`config.mk`:
```
export PLATFORM = sky130hd
export DESIGN_NAME = cpu_core
export DESIGN_NICKNAME = d
export VERILOG_FILES = /design/src/core_pkg.sv /design/src/issue_if.sv /design/src/reg_bank.sv /design/src/decode_stage.sv /design/src/hazard_unit.sv /design/src/alu_stage.sv /design/src/mul_pipe.sv /design/src/wb_arbiter.sv /design/src/cpu_core.sv
export SDC_FILE = /design/constraint.sdc
export NUM_CORES = 2
export LEC_CHECK = 0
export BUFFER_PORTS_ARGS = -buffer_cell sky130_fd_sc_hd__buf_4
export CORE_UTILIZATION = 65
export CTS_CLUSTER_SIZE = 24
export DETAILED_ROUTE_END_ITERATION = 12
export PLACE_DENSITY_LB_ADDON = 0.05
export SLEW_MARGIN = 20
export SYNTH_ARGS = -nofsm -noshare
export SYNTH_HDL_FRONTEND = slang
export SYNTH_SLANG_ARGS = --single-unit
```
`constraint.sdc`:
```
create_clock -name clk_i -period 15.7 [get_ports clk_i]
set_clock_uncertainty 0.1 [all_clocks]
set_input_delay 1.57 -clock clk_i [delete_from_list [all_inputs] [get_ports clk_i]]
set_output_delay 1.57 -clock clk_i [all_outputs]
set_load 0.05 [all_outputs]
```
`src/core_pkg.sv`:
```
package core_pkg;

  parameter int DATA_WIDTH         = 32;
  parameter int REG_ADDR_WIDTH     = 5;
  parameter int NUM_REGS           = 32;
  parameter int SHAMT_WIDTH        = 5;
  parameter int MUL_STAGES_DEFAULT = 5;

  // RV32 major opcodes handled by this core
  typedef enum logic [6:0] {
    OPC_OP     = 7'b0110011,
    OPC_OP_IMM = 7'b0010011
  } opcode_e;

  typedef enum logic [2:0] {
    ALU_ADD,
    ALU_SUB,
    ALU_AND,
    ALU_OR,
    ALU_XOR,
    ALU_SLL,
    ALU_SRL
  } alu_op_e;

  typedef struct packed {
    logic [REG_ADDR_WIDTH-1:0] rs1;
    logic [REG_ADDR_WIDTH-1:0] rs2;
    logic [REG_ADDR_WIDTH-1:0] rd;
    logic                      uses_rs2;
    logic                      is_mul;
    alu_op_e                   alu_op;
    logic [DATA_WIDTH-1:0]     imm;
  } decoded_t;

endpackage

```
`src/issue_if.sv`:
```
`timescale 1ns/10ps

interface issue_if import core_pkg::*; ();

  // Single-cycle strobe, the receiver captures on that edge
  logic                      valid;
  alu_op_e                   alu_op;
  logic [REG_ADDR_WIDTH-1:0] rd;
  logic [DATA_WIDTH-1:0]     op_a;
  logic [DATA_WIDTH-1:0]     op_b;

  modport src (
    output valid, alu_op, rd, op_a, op_b
  );

  modport dst (
    input valid, alu_op, rd, op_a, op_b
  );

endinterface

```
`src/reg_bank.sv`:
```
`timescale 1ns/10ps

module reg_bank import core_pkg::*; (
  input  logic                      clk_i,
  input  logic                      rst_i,
  input  logic [REG_ADDR_WIDTH-1:0] rd_a_i,
  input  logic [REG_ADDR_WIDTH-1:0] rd_b_i,
  input  logic                      wr_en_i,
  input  logic [REG_ADDR_WIDTH-1:0] wr_rd_i,
  input  logic [DATA_WIDTH-1:0]     wr_data_i,
  output logic [DATA_WIDTH-1:0]     rd_a_data_o,
  output logic [DATA_WIDTH-1:0]     rd_b_data_o
);

  logic [DATA_WIDTH-1:0] regs_q [NUM_REGS];

  always_ff @(posedge clk_i) begin
    if (!rst_i) begin
      regs_q <= '{default: '0};
    end else if (wr_en_i && (wr_rd_i != '0)) begin
      regs_q[wr_rd_i] <= wr_data_i;
    end
  end

  // Same-cycle write is visible to decode
  function automatic logic [DATA_WIDTH-1:0] read_port(input logic [REG_ADDR_WIDTH-1:0] addr);
    logic [DATA_WIDTH-1:0] data;
    if (addr == '0) begin
      data = '0;
    end else if (wr_en_i && (wr_rd_i == addr)) begin
      data = wr_data_i;
    end else begin
      data = regs_q[addr];
    end
    return data;
  endfunction

  assign rd_a_data_o = read_port(rd_a_i);
  assign rd_b_data_o = read_port(rd_b_i);

endmodule

```
`src/decode_stage.sv`:
```
`timescale 1ns/10ps

module decode_stage import core_pkg::*; (
  input  logic                  clk_i,
  input  logic                  rst_i,
  input  logic                  instr_valid_i,
  input  logic [31:0]           instr_i,
  input  logic                  stall_i,
  input  logic [DATA_WIDTH-1:0] rs1_data_i,
  input  logic [DATA_WIDTH-1:0] rs2_data_i,
  output logic                  dec_valid_o,
  output decoded_t              dec_o,
  issue_if.src                  alu_issue,
  issue_if.src                  mul_issue
);

  logic                  dec_valid_q;
  logic [31:0]           instr_q;
  opcode_e               opcode;
  logic                  supported;
  logic                  issue_ok;
  logic [DATA_WIDTH-1:0] op_b;

  always_ff @(posedge clk_i) begin
    if (!rst_i) begin
      dec_valid_q <= 1'b0;
    end else if (!stall_i) begin
      dec_valid_q <= instr_valid_i;
    end
  end

  always_ff @(posedge clk_i) begin
    if (!stall_i) begin
      instr_q <= instr_i;
    end
  end

  assign opcode = opcode_e'(instr_q[6:0]);

  always_comb begin
    dec_o.rs1      = instr_q[19:15];
    dec_o.rs2      = instr_q[24:20];
    dec_o.rd       = instr_q[11:7];
    dec_o.uses_rs2 = 1'b0;
    dec_o.is_mul   = 1'b0;
    dec_o.alu_op   = ALU_ADD;
    dec_o.imm      = {{(DATA_WIDTH-12){instr_q[31]}}, instr_q[31:20]};
    supported      = 1'b0;
    case (opcode)
      OPC_OP: begin
        dec_o.uses_rs2 = 1'b1;
        supported      = 1'b1;
        // funct7 and funct3 together
        case ({instr_q[31:25], instr_q[14:12]})
          10'b0000000_000: dec_o.alu_op = ALU_ADD;
          10'b0100000_000: dec_o.alu_op = ALU_SUB;
          10'b0000000_111: dec_o.alu_op = ALU_AND;
          10'b0000000_110: dec_o.alu_op = ALU_OR;
          10'b0000000_100: dec_o.alu_op = ALU_XOR;
          10'b0000000_001: dec_o.alu_op = ALU_SLL;
          10'b0000000_101: dec_o.alu_op = ALU_SRL;
          10'b0000001_000: dec_o.is_mul = 1'b1;
          default:         supported = 1'b0;
        endcase
      end
      OPC_OP_IMM: supported = (instr_q[14:12] == 3'b000);
      default:    supported = 1'b0;
    endcase
  end

  // Unsupported and x0 writes are dropped here
  assign issue_ok = dec_valid_q && !stall_i && supported && (dec_o.rd != '0);
  assign op_b     = dec_o.uses_rs2 ? rs2_data_i : dec_o.imm;

  assign alu_issue.valid  = issue_ok && !dec_o.is_mul;
  assign alu_issue.alu_op = dec_o.alu_op;
  assign alu_issue.rd     = dec_o.rd;
  assign alu_issue.op_a   = rs1_data_i;
  assign alu_issue.op_b   = op_b;

  assign mul_issue.valid  = issue_ok && dec_o.is_mul;
  assign mul_issue.alu_op = dec_o.alu_op;
  assign mul_issue.rd     = dec_o.rd;
  assign mul_issue.op_a   = rs1_data_i;
  assign mul_issue.op_b   = op_b;

  assign dec_valid_o = dec_valid_q;

  // Stalled instruction stays on the issue port
  a_hold_while_stalled: assert property (@(posedge clk_i) disable iff (!rst_i)
    (instr_valid_i && stall_i) |=> (instr_valid_i && $stable(instr_i)));

endmodule

```
`src/hazard_unit.sv`:
```
`timescale 1ns/10ps

module hazard_unit import core_pkg::*; #(
  parameter int MUL_STAGES = MUL_STAGES_DEFAULT
) (
  input  logic                      dec_valid_i,
  input  decoded_t                  dec_i,
  input  logic                      alu_busy_i,
  input  logic [REG_ADDR_WIDTH-1:0] alu_rd_i,
  input  logic                      alu_hold_i,
  input  logic [MUL_STAGES-1:0]     mul_busy_i,
  input  logic [REG_ADDR_WIDTH-1:0] mul_rd_i [MUL_STAGES],
  output logic                      stall_o
);

  logic                  alu_conflict;
  logic [MUL_STAGES-1:0] mul_conflict;

  // RAW on either source, or WAW on the destination
  function automatic logic conflicts(input decoded_t dec,
                                     input logic [REG_ADDR_WIDTH-1:0] pend_rd);
    logic raw;
    logic waw;
    raw = (pend_rd == dec.rs1) || (dec.uses_rs2 && (pend_rd == dec.rs2));
    waw = (pend_rd == dec.rd);
    return raw || waw;
  endfunction

  assign alu_conflict = alu_busy_i && conflicts(dec_i, alu_rd_i);

  always_comb begin
    for (int i = 0; i < MUL_STAGES; i++) begin
      mul_conflict[i] = mul_busy_i[i] && conflicts(dec_i, mul_rd_i[i]);
    end
  end

  assign stall_o = dec_valid_i && (alu_hold_i || alu_conflict || (|mul_conflict));

endmodule

```
`src/alu_stage.sv`:
```
`timescale 1ns/10ps

module alu_stage import core_pkg::*; (
  input  logic                      clk_i,
  input  logic                      rst_i,
  issue_if.dst                      issue,
  input  logic                      grant_i,
  output logic                      busy_o,
  output logic [REG_ADDR_WIDTH-1:0] rd_o,
  output logic                      hold_o,
  output logic                      res_valid_o,
  output logic [DATA_WIDTH-1:0]     res_data_o
);

  logic                      valid_q;
  alu_op_e                   op_q;
  logic [REG_ADDR_WIDTH-1:0] rd_q;
  logic [DATA_WIDTH-1:0]     a_q;
  logic [DATA_WIDTH-1:0]     b_q;

  always_ff @(posedge clk_i) begin
    if (!rst_i) begin
      valid_q <= 1'b0;
    end else if (issue.valid) begin
      valid_q <= 1'b1;
    end else if (grant_i) begin
      valid_q <= 1'b0;
    end
  end

  always_ff @(posedge clk_i) begin
    if (issue.valid) begin
      op_q <= issue.alu_op;
      rd_q <= issue.rd;
      a_q  <= issue.op_a;
      b_q  <= issue.op_b;
    end
  end

  always_comb begin
    case (op_q)
      ALU_ADD: res_data_o = a_q + b_q;
      ALU_SUB: res_data_o = a_q - b_q;
      ALU_AND: res_data_o = a_q & b_q;
      ALU_OR:  res_data_o = a_q | b_q;
      ALU_XOR: res_data_o = a_q ^ b_q;
      ALU_SLL: res_data_o = a_q << b_q[SHAMT_WIDTH-1:0];
      ALU_SRL: res_data_o = a_q >> b_q[SHAMT_WIDTH-1:0];
      default: res_data_o = '0;
    endcase
  end

  assign busy_o      = valid_q;
  assign rd_o        = rd_q;
  assign res_valid_o = valid_q;
  // Result lost arbitration, keep it
  assign hold_o      = valid_q && !grant_i;

  a_no_issue_on_hold: assert property (@(posedge clk_i) disable iff (!rst_i)
    hold_o |-> !issue.valid);

endmodule

```
`src/mul_pipe.sv`:
```
`timescale 1ns/10ps

module mul_pipe import core_pkg::*; #(
  parameter int MUL_STAGES = MUL_STAGES_DEFAULT
) (
  input  logic                      clk_i,
  input  logic                      rst_i,
  issue_if.dst                      issue,
  output logic [MUL_STAGES-1:0]     busy_o,
  output logic [REG_ADDR_WIDTH-1:0] rd_o [MUL_STAGES],
  output logic                      res_valid_o,
  output logic [REG_ADDR_WIDTH-1:0] res_rd_o,
  output logic [DATA_WIDTH-1:0]     res_data_o
);

  logic [MUL_STAGES-1:0]     valid_q;
  logic [REG_ADDR_WIDTH-1:0] rd_q   [MUL_STAGES];
  logic [DATA_WIDTH-1:0]     prod_q [MUL_STAGES];

  always_ff @(posedge clk_i) begin
    if (!rst_i) begin
      valid_q <= '0;
    end else begin
      valid_q <= {valid_q[MUL_STAGES-2:0], issue.valid};
    end
  end

  // Low half of the product is formed up front, the rest is delay
  always_ff @(posedge clk_i) begin
    rd_q[0]   <= issue.rd;
    prod_q[0] <= issue.op_a * issue.op_b;
    for (int i = 1; i < MUL_STAGES; i++) begin
      rd_q[i]   <= rd_q[i-1];
      prod_q[i] <= prod_q[i-1];
    end
  end

  assign busy_o      = valid_q;
  assign rd_o        = rd_q;
  assign res_valid_o = valid_q[MUL_STAGES-1];
  assign res_rd_o    = rd_q[MUL_STAGES-1];
  assign res_data_o  = prod_q[MUL_STAGES-1];

endmodule

```
`src/wb_arbiter.sv`:
```
`timescale 1ns/10ps

module wb_arbiter import core_pkg::*; (
  input  logic                      clk_i,
  input  logic                      rst_i,
  input  logic                      alu_valid_i,
  input  logic [REG_ADDR_WIDTH-1:0] alu_rd_i,
  input  logic [DATA_WIDTH-1:0]     alu_data_i,
  input  logic                      mul_valid_i,
  input  logic [REG_ADDR_WIDTH-1:0] mul_rd_i,
  input  logic [DATA_WIDTH-1:0]     mul_data_i,
  output logic                      alu_grant_o,
  output logic                      wr_en_o,
  output logic [REG_ADDR_WIDTH-1:0] wr_rd_o,
  output logic [DATA_WIDTH-1:0]     wr_data_o,
  output logic                      wb_valid_o,
  output logic [REG_ADDR_WIDTH-1:0] wb_rd_o,
  output logic [DATA_WIDTH-1:0]     wb_data_o
);

  // Multiplier cannot stall so it always wins
  assign alu_grant_o = alu_valid_i && !mul_valid_i;
  assign wr_en_o     = mul_valid_i || alu_valid_i;
  assign wr_rd_o     = mul_valid_i ? mul_rd_i : alu_rd_i;
  assign wr_data_o   = mul_valid_i ? mul_data_i : alu_data_i;

  always_ff @(posedge clk_i) begin
    if (!rst_i) begin
      wb_valid_o <= 1'b0;
    end else begin
      wb_valid_o <= wr_en_o;
    end
  end

  always_ff @(posedge clk_i) begin
    wb_rd_o   <= wr_rd_o;
    wb_data_o <= wr_data_o;
  end

  a_no_x0_write: assert property (@(posedge clk_i) disable iff (!rst_i)
    wr_en_o |-> (wr_rd_o != '0));

endmodule

```
`src/cpu_core.sv`:
```
`timescale 1ns/10ps

module cpu_core import core_pkg::*; #(
  parameter int MUL_STAGES = MUL_STAGES_DEFAULT
) (
  input  logic                      clk_i,
  input  logic                      rst_i,
  input  logic                      instr_valid_i,
  input  logic [31:0]               instr_i,
  output logic                      stall_o,
  output logic                      wb_valid_o,
  output logic [REG_ADDR_WIDTH-1:0] wb_rd_o,
  output logic [DATA_WIDTH-1:0]     wb_data_o
);

  // Decode and register bank
  decoded_t                  dec;
  logic                      dec_valid;
  logic [DATA_WIDTH-1:0]     rs1_data;
  logic [DATA_WIDTH-1:0]     rs2_data;

  // ALU stage
  logic                      alu_busy;
  logic                      alu_hold;
  logic                      alu_grant;
  logic                      alu_res_valid;
  logic [REG_ADDR_WIDTH-1:0] alu_rd;
  logic [DATA_WIDTH-1:0]     alu_res_data;

  // Multiply pipeline
  logic [MUL_STAGES-1:0]     mul_busy;
  logic [REG_ADDR_WIDTH-1:0] mul_rd [MUL_STAGES];
  logic                      mul_res_valid;
  logic [REG_ADDR_WIDTH-1:0] mul_res_rd;
  logic [DATA_WIDTH-1:0]     mul_res_data;

  // Register write
  logic                      wr_en;
  logic [REG_ADDR_WIDTH-1:0] wr_rd;
  logic [DATA_WIDTH-1:0]     wr_data;

  issue_if alu_issue ();
  issue_if mul_issue ();

  decode_stage decode_stage_inst (
    .clk_i         (clk_i),
    .rst_i         (rst_i),
    .instr_valid_i (instr_valid_i),
    .instr_i       (instr_i),
    .stall_i       (stall_o),
    .rs1_data_i    (rs1_data),
    .rs2_data_i    (rs2_data),
    .dec_valid_o   (dec_valid),
    .dec_o         (dec),
    .alu_issue     (alu_issue.src),
    .mul_issue     (mul_issue.src)
  );

  hazard_unit #(
    .MUL_STAGES (MUL_STAGES)
  ) hazard_unit_inst (
    .dec_valid_i (dec_valid),
    .dec_i       (dec),
    .alu_busy_i  (alu_busy),
    .alu_rd_i    (alu_rd),
    .alu_hold_i  (alu_hold),
    .mul_busy_i  (mul_busy),
    .mul_rd_i    (mul_rd),
    .stall_o     (stall_o)
  );

  alu_stage alu_stage_inst (
    .clk_i       (clk_i),
    .rst_i       (rst_i),
    .issue       (alu_issue.dst),
    .grant_i     (alu_grant),
    .busy_o      (alu_busy),
    .rd_o        (alu_rd),
    .hold_o      (alu_hold),
    .res_valid_o (alu_res_valid),
    .res_data_o  (alu_res_data)
  );

  mul_pipe #(
    .MUL_STAGES (MUL_STAGES)
  ) mul_pipe_inst (
    .clk_i       (clk_i),
    .rst_i       (rst_i),
    .issue       (mul_issue.dst),
    .busy_o      (mul_busy),
    .rd_o        (mul_rd),
    .res_valid_o (mul_res_valid),
    .res_rd_o    (mul_res_rd),
    .res_data_o  (mul_res_data)
  );

  wb_arbiter wb_arbiter_inst (
    .clk_i       (clk_i),
    .rst_i       (rst_i),
    .alu_valid_i (alu_res_valid),
    .alu_rd_i    (alu_rd),
    .alu_data_i  (alu_res_data),
    .mul_valid_i (mul_res_valid),
    .mul_rd_i    (mul_res_rd),
    .mul_data_i  (mul_res_data),
    .alu_grant_o (alu_grant),
    .wr_en_o     (wr_en),
    .wr_rd_o     (wr_rd),
    .wr_data_o   (wr_data),
    .wb_valid_o  (wb_valid_o),
    .wb_rd_o     (wb_rd_o),
    .wb_data_o   (wb_data_o)
  );

  reg_bank reg_bank_inst (
    .clk_i       (clk_i),
    .rst_i       (rst_i),
    .rd_a_i      (dec.rs1),
    .rd_b_i      (dec.rs2),
    .wr_en_i     (wr_en),
    .wr_rd_i     (wr_rd),
    .wr_data_i   (wr_data),
    .rd_a_data_o (rs1_data),
    .rd_b_data_o (rs2_data)
  );

endmodule

```
## After elaboration in Yosys (flattened, before gate mapping)

Memory sizes are Yosys's and may differ from the RTL's.
Cells that the tools add are included.

| cells by class | value |
|---|---|
| $lt $le $gt $ge | 4 |
| $add $sub $neg | 2 |
| reductions and logical operators | 53 |
| bitwise gates (word level) | 6 |
| shift-type cells | 2 |
| eq/ne operators | 35 |
| multipliers | 1 |
| multiplexer cells | 24 |

Operator list:

| operator | number |
|---|---|
| 1024-bit bitwise mux | 1 |
| 32-bit 2-to-1 mux | 11 |
| 32-bit binary-select mux with 5-bit select | 2 |
| 32-bit one-hot mux with 7 select lines | 1 |
| 32-bit demux with 5-bit select | 1 |
| 5-bit == test | 20 |
| 10-bit by 3-bit == test with 1-bit output, second input constant | 4 |
| 32-bit adder | 1 |
| 32-bit AND | 1 |
| 32-bit by 32-bit multiplier with 32-bit output | 1 |
| 32-bit OR | 1 |
| 32-bit by 5-bit left shift with 32-bit output | 1 |
| 32-bit by 5-bit >> shifter with 32-bit output | 1 |
| 32-bit subtractor | 1 |
| 32-bit bitwise XOR | 1 |
| 1-bit logical AND | 24 |
| 6-bit >= comparator, second input constant | 3 |
| 5-bit inverter with 6-bit output | 3 |
| 3-bit one-hot mux with 6 select lines | 1 |
| 1-bit logical OR | 15 |
| 10-bit by 1-bit == test with 1-bit output, second input constant | 1 |
| 10-bit by 4-bit == test with 1-bit output, second input constant | 1 |
| 10-bit by 9-bit == test with 1-bit output, second input constant | 1 |
| 10-bit logical NOT | 1 |
| 16 further kinds | 29 |

| storage, ports and cells | value |
|---|---|
| memory bits (writable) | 160 |
| register bits | 1198 |
| memories kept | 1 |
| output and inout port bits | 39 |
| input bits | 35 |
| logic and storage cells | 176 |

Memory list:

| name | depth | width | read ports | clocked after memory_dff | write ports | RTL line | source |
|---|---|---|---|---|---|---|---|
| mul_pipe_inst.prod_q | 5 | 32 | 5 | 0 | 5 | mul_pipe.sv:18 | `logic [DATA_WIDTH-1:0] prod_q [MUL_STAGES];` |

## Logic depth before layout (Yosys ltp)

| logic depth | value |
|---|---|
| depth in word-level cells | 16 |
| depth in mapped cells | 51 |
| depth with buffers taken out | 46 |

## Modules after synthesis

A second synthesis with hierarchy kept.

| second synthesis, totals | value |
|---|---|
| cells, all modules | 9640 |
| area, all modules | 89465.8 um2 |

Modules (own cells, without submodules):

| module | area an instance (um2) | instances | cells an instance |
|---|---|---|---|
| reg_bank | 54923.9 | 1 | 6052 |
| mul_pipe | 19635.1 | 1 | 1904 |
| alu_stage | 9758.1 | 1 | 1188 |
| decode_stage | 2720.1 | 1 | 266 |
| wb_arbiter | 1242.4 | 1 | 82 |
| hazard_unit | 1186.1 | 1 | 148 |

## Worst setup path after synthesis

Ideal clock, no wire load.

| timing | value |
|---|---|
| path kind | flip-flop to flip-flop |
| start | reg alu_stage_inst.op_q[0] |
| end | mem mul_pipe_inst.prod_q[0][31] |
| arrival time | 11.751 ns |
| period minus slack after synthesis | 11.971 ns |
| path buffers | 7 |
| setup slack | 3.729 ns |
| stages on the path, launching flop included | 48 |
| setup time | 0.120 ns |
| cells stage by stage | edfxtp_1 > clkbuf_1 > inv_1 > buf_2 > clkbuf_1 > clkbuf_1 > buf_1 > nor2_1 > clkbuf_1 > nor2_1 > xnor2_1 > ha_1 > clkbuf_1 > o21a_1 > o2111ai_1 > o221ai_1 > a211oi_2 > o211ai_1 > (+12 left out) > fa_1 > fa_1 > fa_1 > fa_1 > xnor2_1 > xnor2_1 > xnor2_1 > xnor2_1 > xnor2_1 > xnor3_1 > xnor2_1 > xnor3_1 > xnor3_1 > xor3_1 > xnor3_1 > xnor2_1 > xnor3_1 > xnor2_1 |

RTL lines:

| item | RTL line | source |
|---|---|---|
| from (decl) | alu_stage.sv:16 | `alu_op_e op_q;` |
| from (signal assigned) | alu_stage.sv:33 | `op_q <= issue.alu_op;` |
| to (decl) | mul_pipe.sv:18 |  |

==> summary.txt <==
Timing
  – Final setup violating endpoints: 0
  – Fmax: 74.9 MHz
  – Fin Setup TNS: 0 ns
  – Tmin final: 13.36 ns
  – Worst slew pin tran: 1.22 ns
  – Setup ws final: 2.34 ns
  – Slew HR: 0.181
  – Final hold violations: 0
  – Unrepaired setup endpoints after global routing: false
  – Crit share post-route: 0.851
  – Pins Over Slew Limit: 0

Floorplan
  – Die X: 368 µm
  – Starting Density: 0.658
  – IO Count: 74
  – Core footprint: 0.132 mm²
  – Die Span Y: 368 µm
  – Die area: 0.135 mm²
  – Std cell rows: 133

Placed design
  – Final Wtd Congestion: 1.05
  – Pre-CTS WS: 2.28 ns
  – I/O Buffers: 73
  – Hpwl dp: 200 mm
  – Dpl cell area: 0.0889 mm²

Pwr
  – Switch Pwr: 3.75 mW
  – Power Dens Cells: 118 mW/mm²
  – Switching Fraction: 0.338
  – P_int: 7.34 mW
  – Static Leakage: 45.7 nW
  – Max VDD drop: 0.273 mV
  – Comb pwr share: 0.336
  – Power Total: 11.1 mW
  – Clk pwr share: 0.316
  – Reg power frac: 0.348

Yosys
  – EDFF count, synth: 104
  – Syn Nets: 9482
  – Gate Count Post-Synth: 8818
  – Synth warn: 0
  – Fraction of registers with async set/reset: 0
  – Synth area leaders: dfxtp_1, mux4_2, fa_1
  – Syn avg cell area: 9.88 µm²
  – Register area share after synthesis: 0.324
  – Largest area contributor in the synthesized netlist: dfxtp_1
  – Top FF cell, synth: dfxtp_1
  – Synth top area share: 0.288
  – Count of different cell masters after synthesis: 96
  – Area of the mapped netlist: 0.0871 mm²
  – Number of synthesized register bits: 1358

Worst setup path
  – Critical Path Sink Type: register
  – WS Path Type: register to register
  – Cell mode on critical path: xnor2_1
  – Worst r2r path cells: 45
  – Crit path launch: alu_stage_inst.b_q[2]$_DFFE_PP_
  – Setup crit end: mul_pipe_inst.prod_q[0][31]$_DFF_P_
  – Startpoint types: register
  – Max incr delay on CP: 0.53 ns
  – Reg2reg setup slack: 2.34 ns
  – Capturing point of the worst reg2reg path: mul_pipe_inst.prod_q[0][31]$_DFF_P_
  – CP max-delay cell: a221oi_1
  – WP data arrival: 13.87 ns
  – Worst-path fanout max: 34
  – CP required: 16.22 ns
  – RR Startpoint: alu_stage_inst.b_q[2]$_DFFE_PP_

Clock tree
  – Clock Path Buffers: 3
  – H-tree levels: 4
  – Clock Latency Late Sink: 0.81 ns
  – CTS root buf: clkbuf_16
  – Reg clk slew, reported paths: 0.06 ns
  – Resize count post-CTS: 0
  – Clk sink count: 1358
  – Hold_buf cts: 0
  – CTS Buf Count: 147
  – Postcts setup bufs: 0
  – TritonCTS clock tree: built

Final layout
  – Commonest non-fill, non-tap cell in the layout: nand2_1
  – Post-Layout Inst Area: 0.0938 mm²
  – Proportion of layout cells with a drive suffix above 1: 0.125
  – # fillers: 9900
  – Syn-to-layout area delta: 7.63%
  – Highest-count cells in the layout ignoring fill and taps: nand2_1, dfxtp_1, o211a_1
  – Total Nets Final: 9141

Global route
  – Largest net degree at the start of global routing: 190
  – Initial antenna violation count: 11
  – First-pass GRT wire length: 455 mm
  – Total GRT Usage: 0.450
  – Vias in the first global route: 71752
  – GRT Residual Overflow: 0

Drt
  – Drt wl/cell: 29.7 µm
  – Iter 0 DRT Violations: 10566
  – Wire length on met1: 114 mm
  – # DRC: 0
  – WL met2: 133 mm
  – DRT antenna net count: 0
  – Highest metal used: met5
  – Routed vias: 72924
  – Final WL: 308 mm
  – Vias/cell: 7.05
  – Met3 routed WL: 39.2 mm
  – Drt first pass iters: 10

Run
  – Max-cap viol count: 0

Worst hold path
  – Hold path cells: 0
  – Worst hold path type: register to register

Run status
  – Status: finished, final reports clean
## cell families (layout without fill, tap and decap cells)
logic type / after synthesis / in the layout / share of synthesized area
xor+xnor: 219 / 219 / 0.0233
flops: 1358 / 1358 / 0.324
other cells: 0 / 6 / 0
compound gates: 1918 / 1918 / 0.181
fa+ha+maj: 629 / 629 / 0.126
mux: 858 / 858 / 0.161
buf+inv: 1386 / 1158 / 0.0652
simple gates: 2450 / 2450 / 0.120
## cell type report
cell class	count	area [µm²]	share of cell area
multi-input cells	6074	53900	0.575
inverters	616	2310	0.0247
clock inverters	42	472	0.00503
diodes	6	15.0	0.000160
well taps	1755	2200	0.0234
repair buffers	280	2270	0.0242
clock buffers	220	4360	0.0465
flip-flops and latches	1358	28200	0.301
## through the flow
step	std cells	hold slack, ns	util
4_1_cts	10344	0.213	0.708
5_1_grt	10345	0.215	0.709
2_1_floorplan	8818	0.210	-
3_3_place_gp	10082	0.210	0.672
3_5_place_dp	10082	0.212	0.672
6_report	10351	0.205	0.709
## critical path, delay by kind of cell, from the launching register on
family	cells	cell delay [ns]
xor+xnor	15	3.29
fa+ha+maj	9	4.11
buf+inv	5	0.86
flops	1	0.35
compound gates	9	2.81
simple gates	7	1.65
## synth_stat cells (all sizes together), types with 36 or more instances
library cell / count
nand2: 1650
dfxtp: 1254
o211a: 781
inv: 607
clkbuf: 590
mux4: 435
fa: 409
mux2i: 406
nor2: 260
o21ai: 235
and2: 220
ha: 220
buf: 180
a21oi: 173
a221oi: 173
a21boi: 159
xnor2: 146
edfxtp: 104
nor2b: 90
a22oi: 87
o211ai: 67
nor3: 65
xor2: 65
nand3: 59
a211oi: 36
## routing by layer
| metal | vias to the layer above | global-route usage |
|---|---|---|
| met3 | 1323 | 0.117 |
| met4 | 14 | 0.280 |
| met2 | 5184 | 0.667 |
| li1 | 30484 | - |
| met1 | 35919 | 0.588 |
| met5 | - | 0 |
## power groups by stage
| stage | Combinational (mW) | Sequential (mW) | Clock, mW |
|---|---|---|---|
| 2_1_floorplan | 2.69 | 3.84 | 0 |
| 3_3_place_gp | 3.59 | 3.92 | 0 |
| 3_5_place_dp | 3.67 | 3.93 | 0 |
| 4_1_cts | 3.70 | 3.86 | 3.51 |
| 5_1_grt | 4.08 | 3.87 | 3.65 |
| 6_report | 3.73 | 3.86 | 3.50 |
## state kept, by name (all words and copies together), names as in the netlist
signal,flops
wb_arbiter_inst.wb_rd_o,5
mul_pipe_inst.res_rd_o,5
mul_pipe_inst.rd_o,20
mul_pipe_inst.prod_q,160
wb_arbiter_inst.wb_data_o,32
alu_stage_inst.busy_o,1
reg_bank_inst.regs_q,1024
decode_stage_inst.instr_q,32
alu_stage_inst.rd_o,5
alu_stage_inst.op_q,3
alu_stage_inst.a_q,32
wb_arbiter_inst.wb_valid_o,1
mul_pipe_inst.busy_o,5
decode_stage_inst.dec_valid_o,1
alu_stage_inst.b_q,32
## worst min path at each step
stage | from | end | slack, ns
floorplan | mul_pipe_inst.prod_q[0][68]$_DFF_P_ | mul_pipe_inst.prod_q[0][100]$_DFF_P_ | 0.21
global placement | mul_pipe_inst.prod_q[0][49]$_DFF_P_ | mul_pipe_inst.prod_q[0][81]$_DFF_P_ | 0.21
detailed placement | mul_pipe_inst.prod_q[0][91]$_DFF_P_ | mul_pipe_inst.prod_q[0][123]$_DFF_P_ | 0.21
CTS | mul_pipe_inst.prod_q[0][61]$_DFF_P_ | mul_pipe_inst.prod_q[0][93]$_DFF_P_ | 0.21
global route | mul_pipe_inst.prod_q[0][31]$_DFF_P_ | mul_pipe_inst.prod_q[0][63]$_DFF_P_ | 0.22
finish | mul_pipe_inst.prod_q[0][31]$_DFF_P_ | mul_pipe_inst.prod_q[0][63]$_DFF_P_ | 0.21
(Power assumes the default switching activity.)
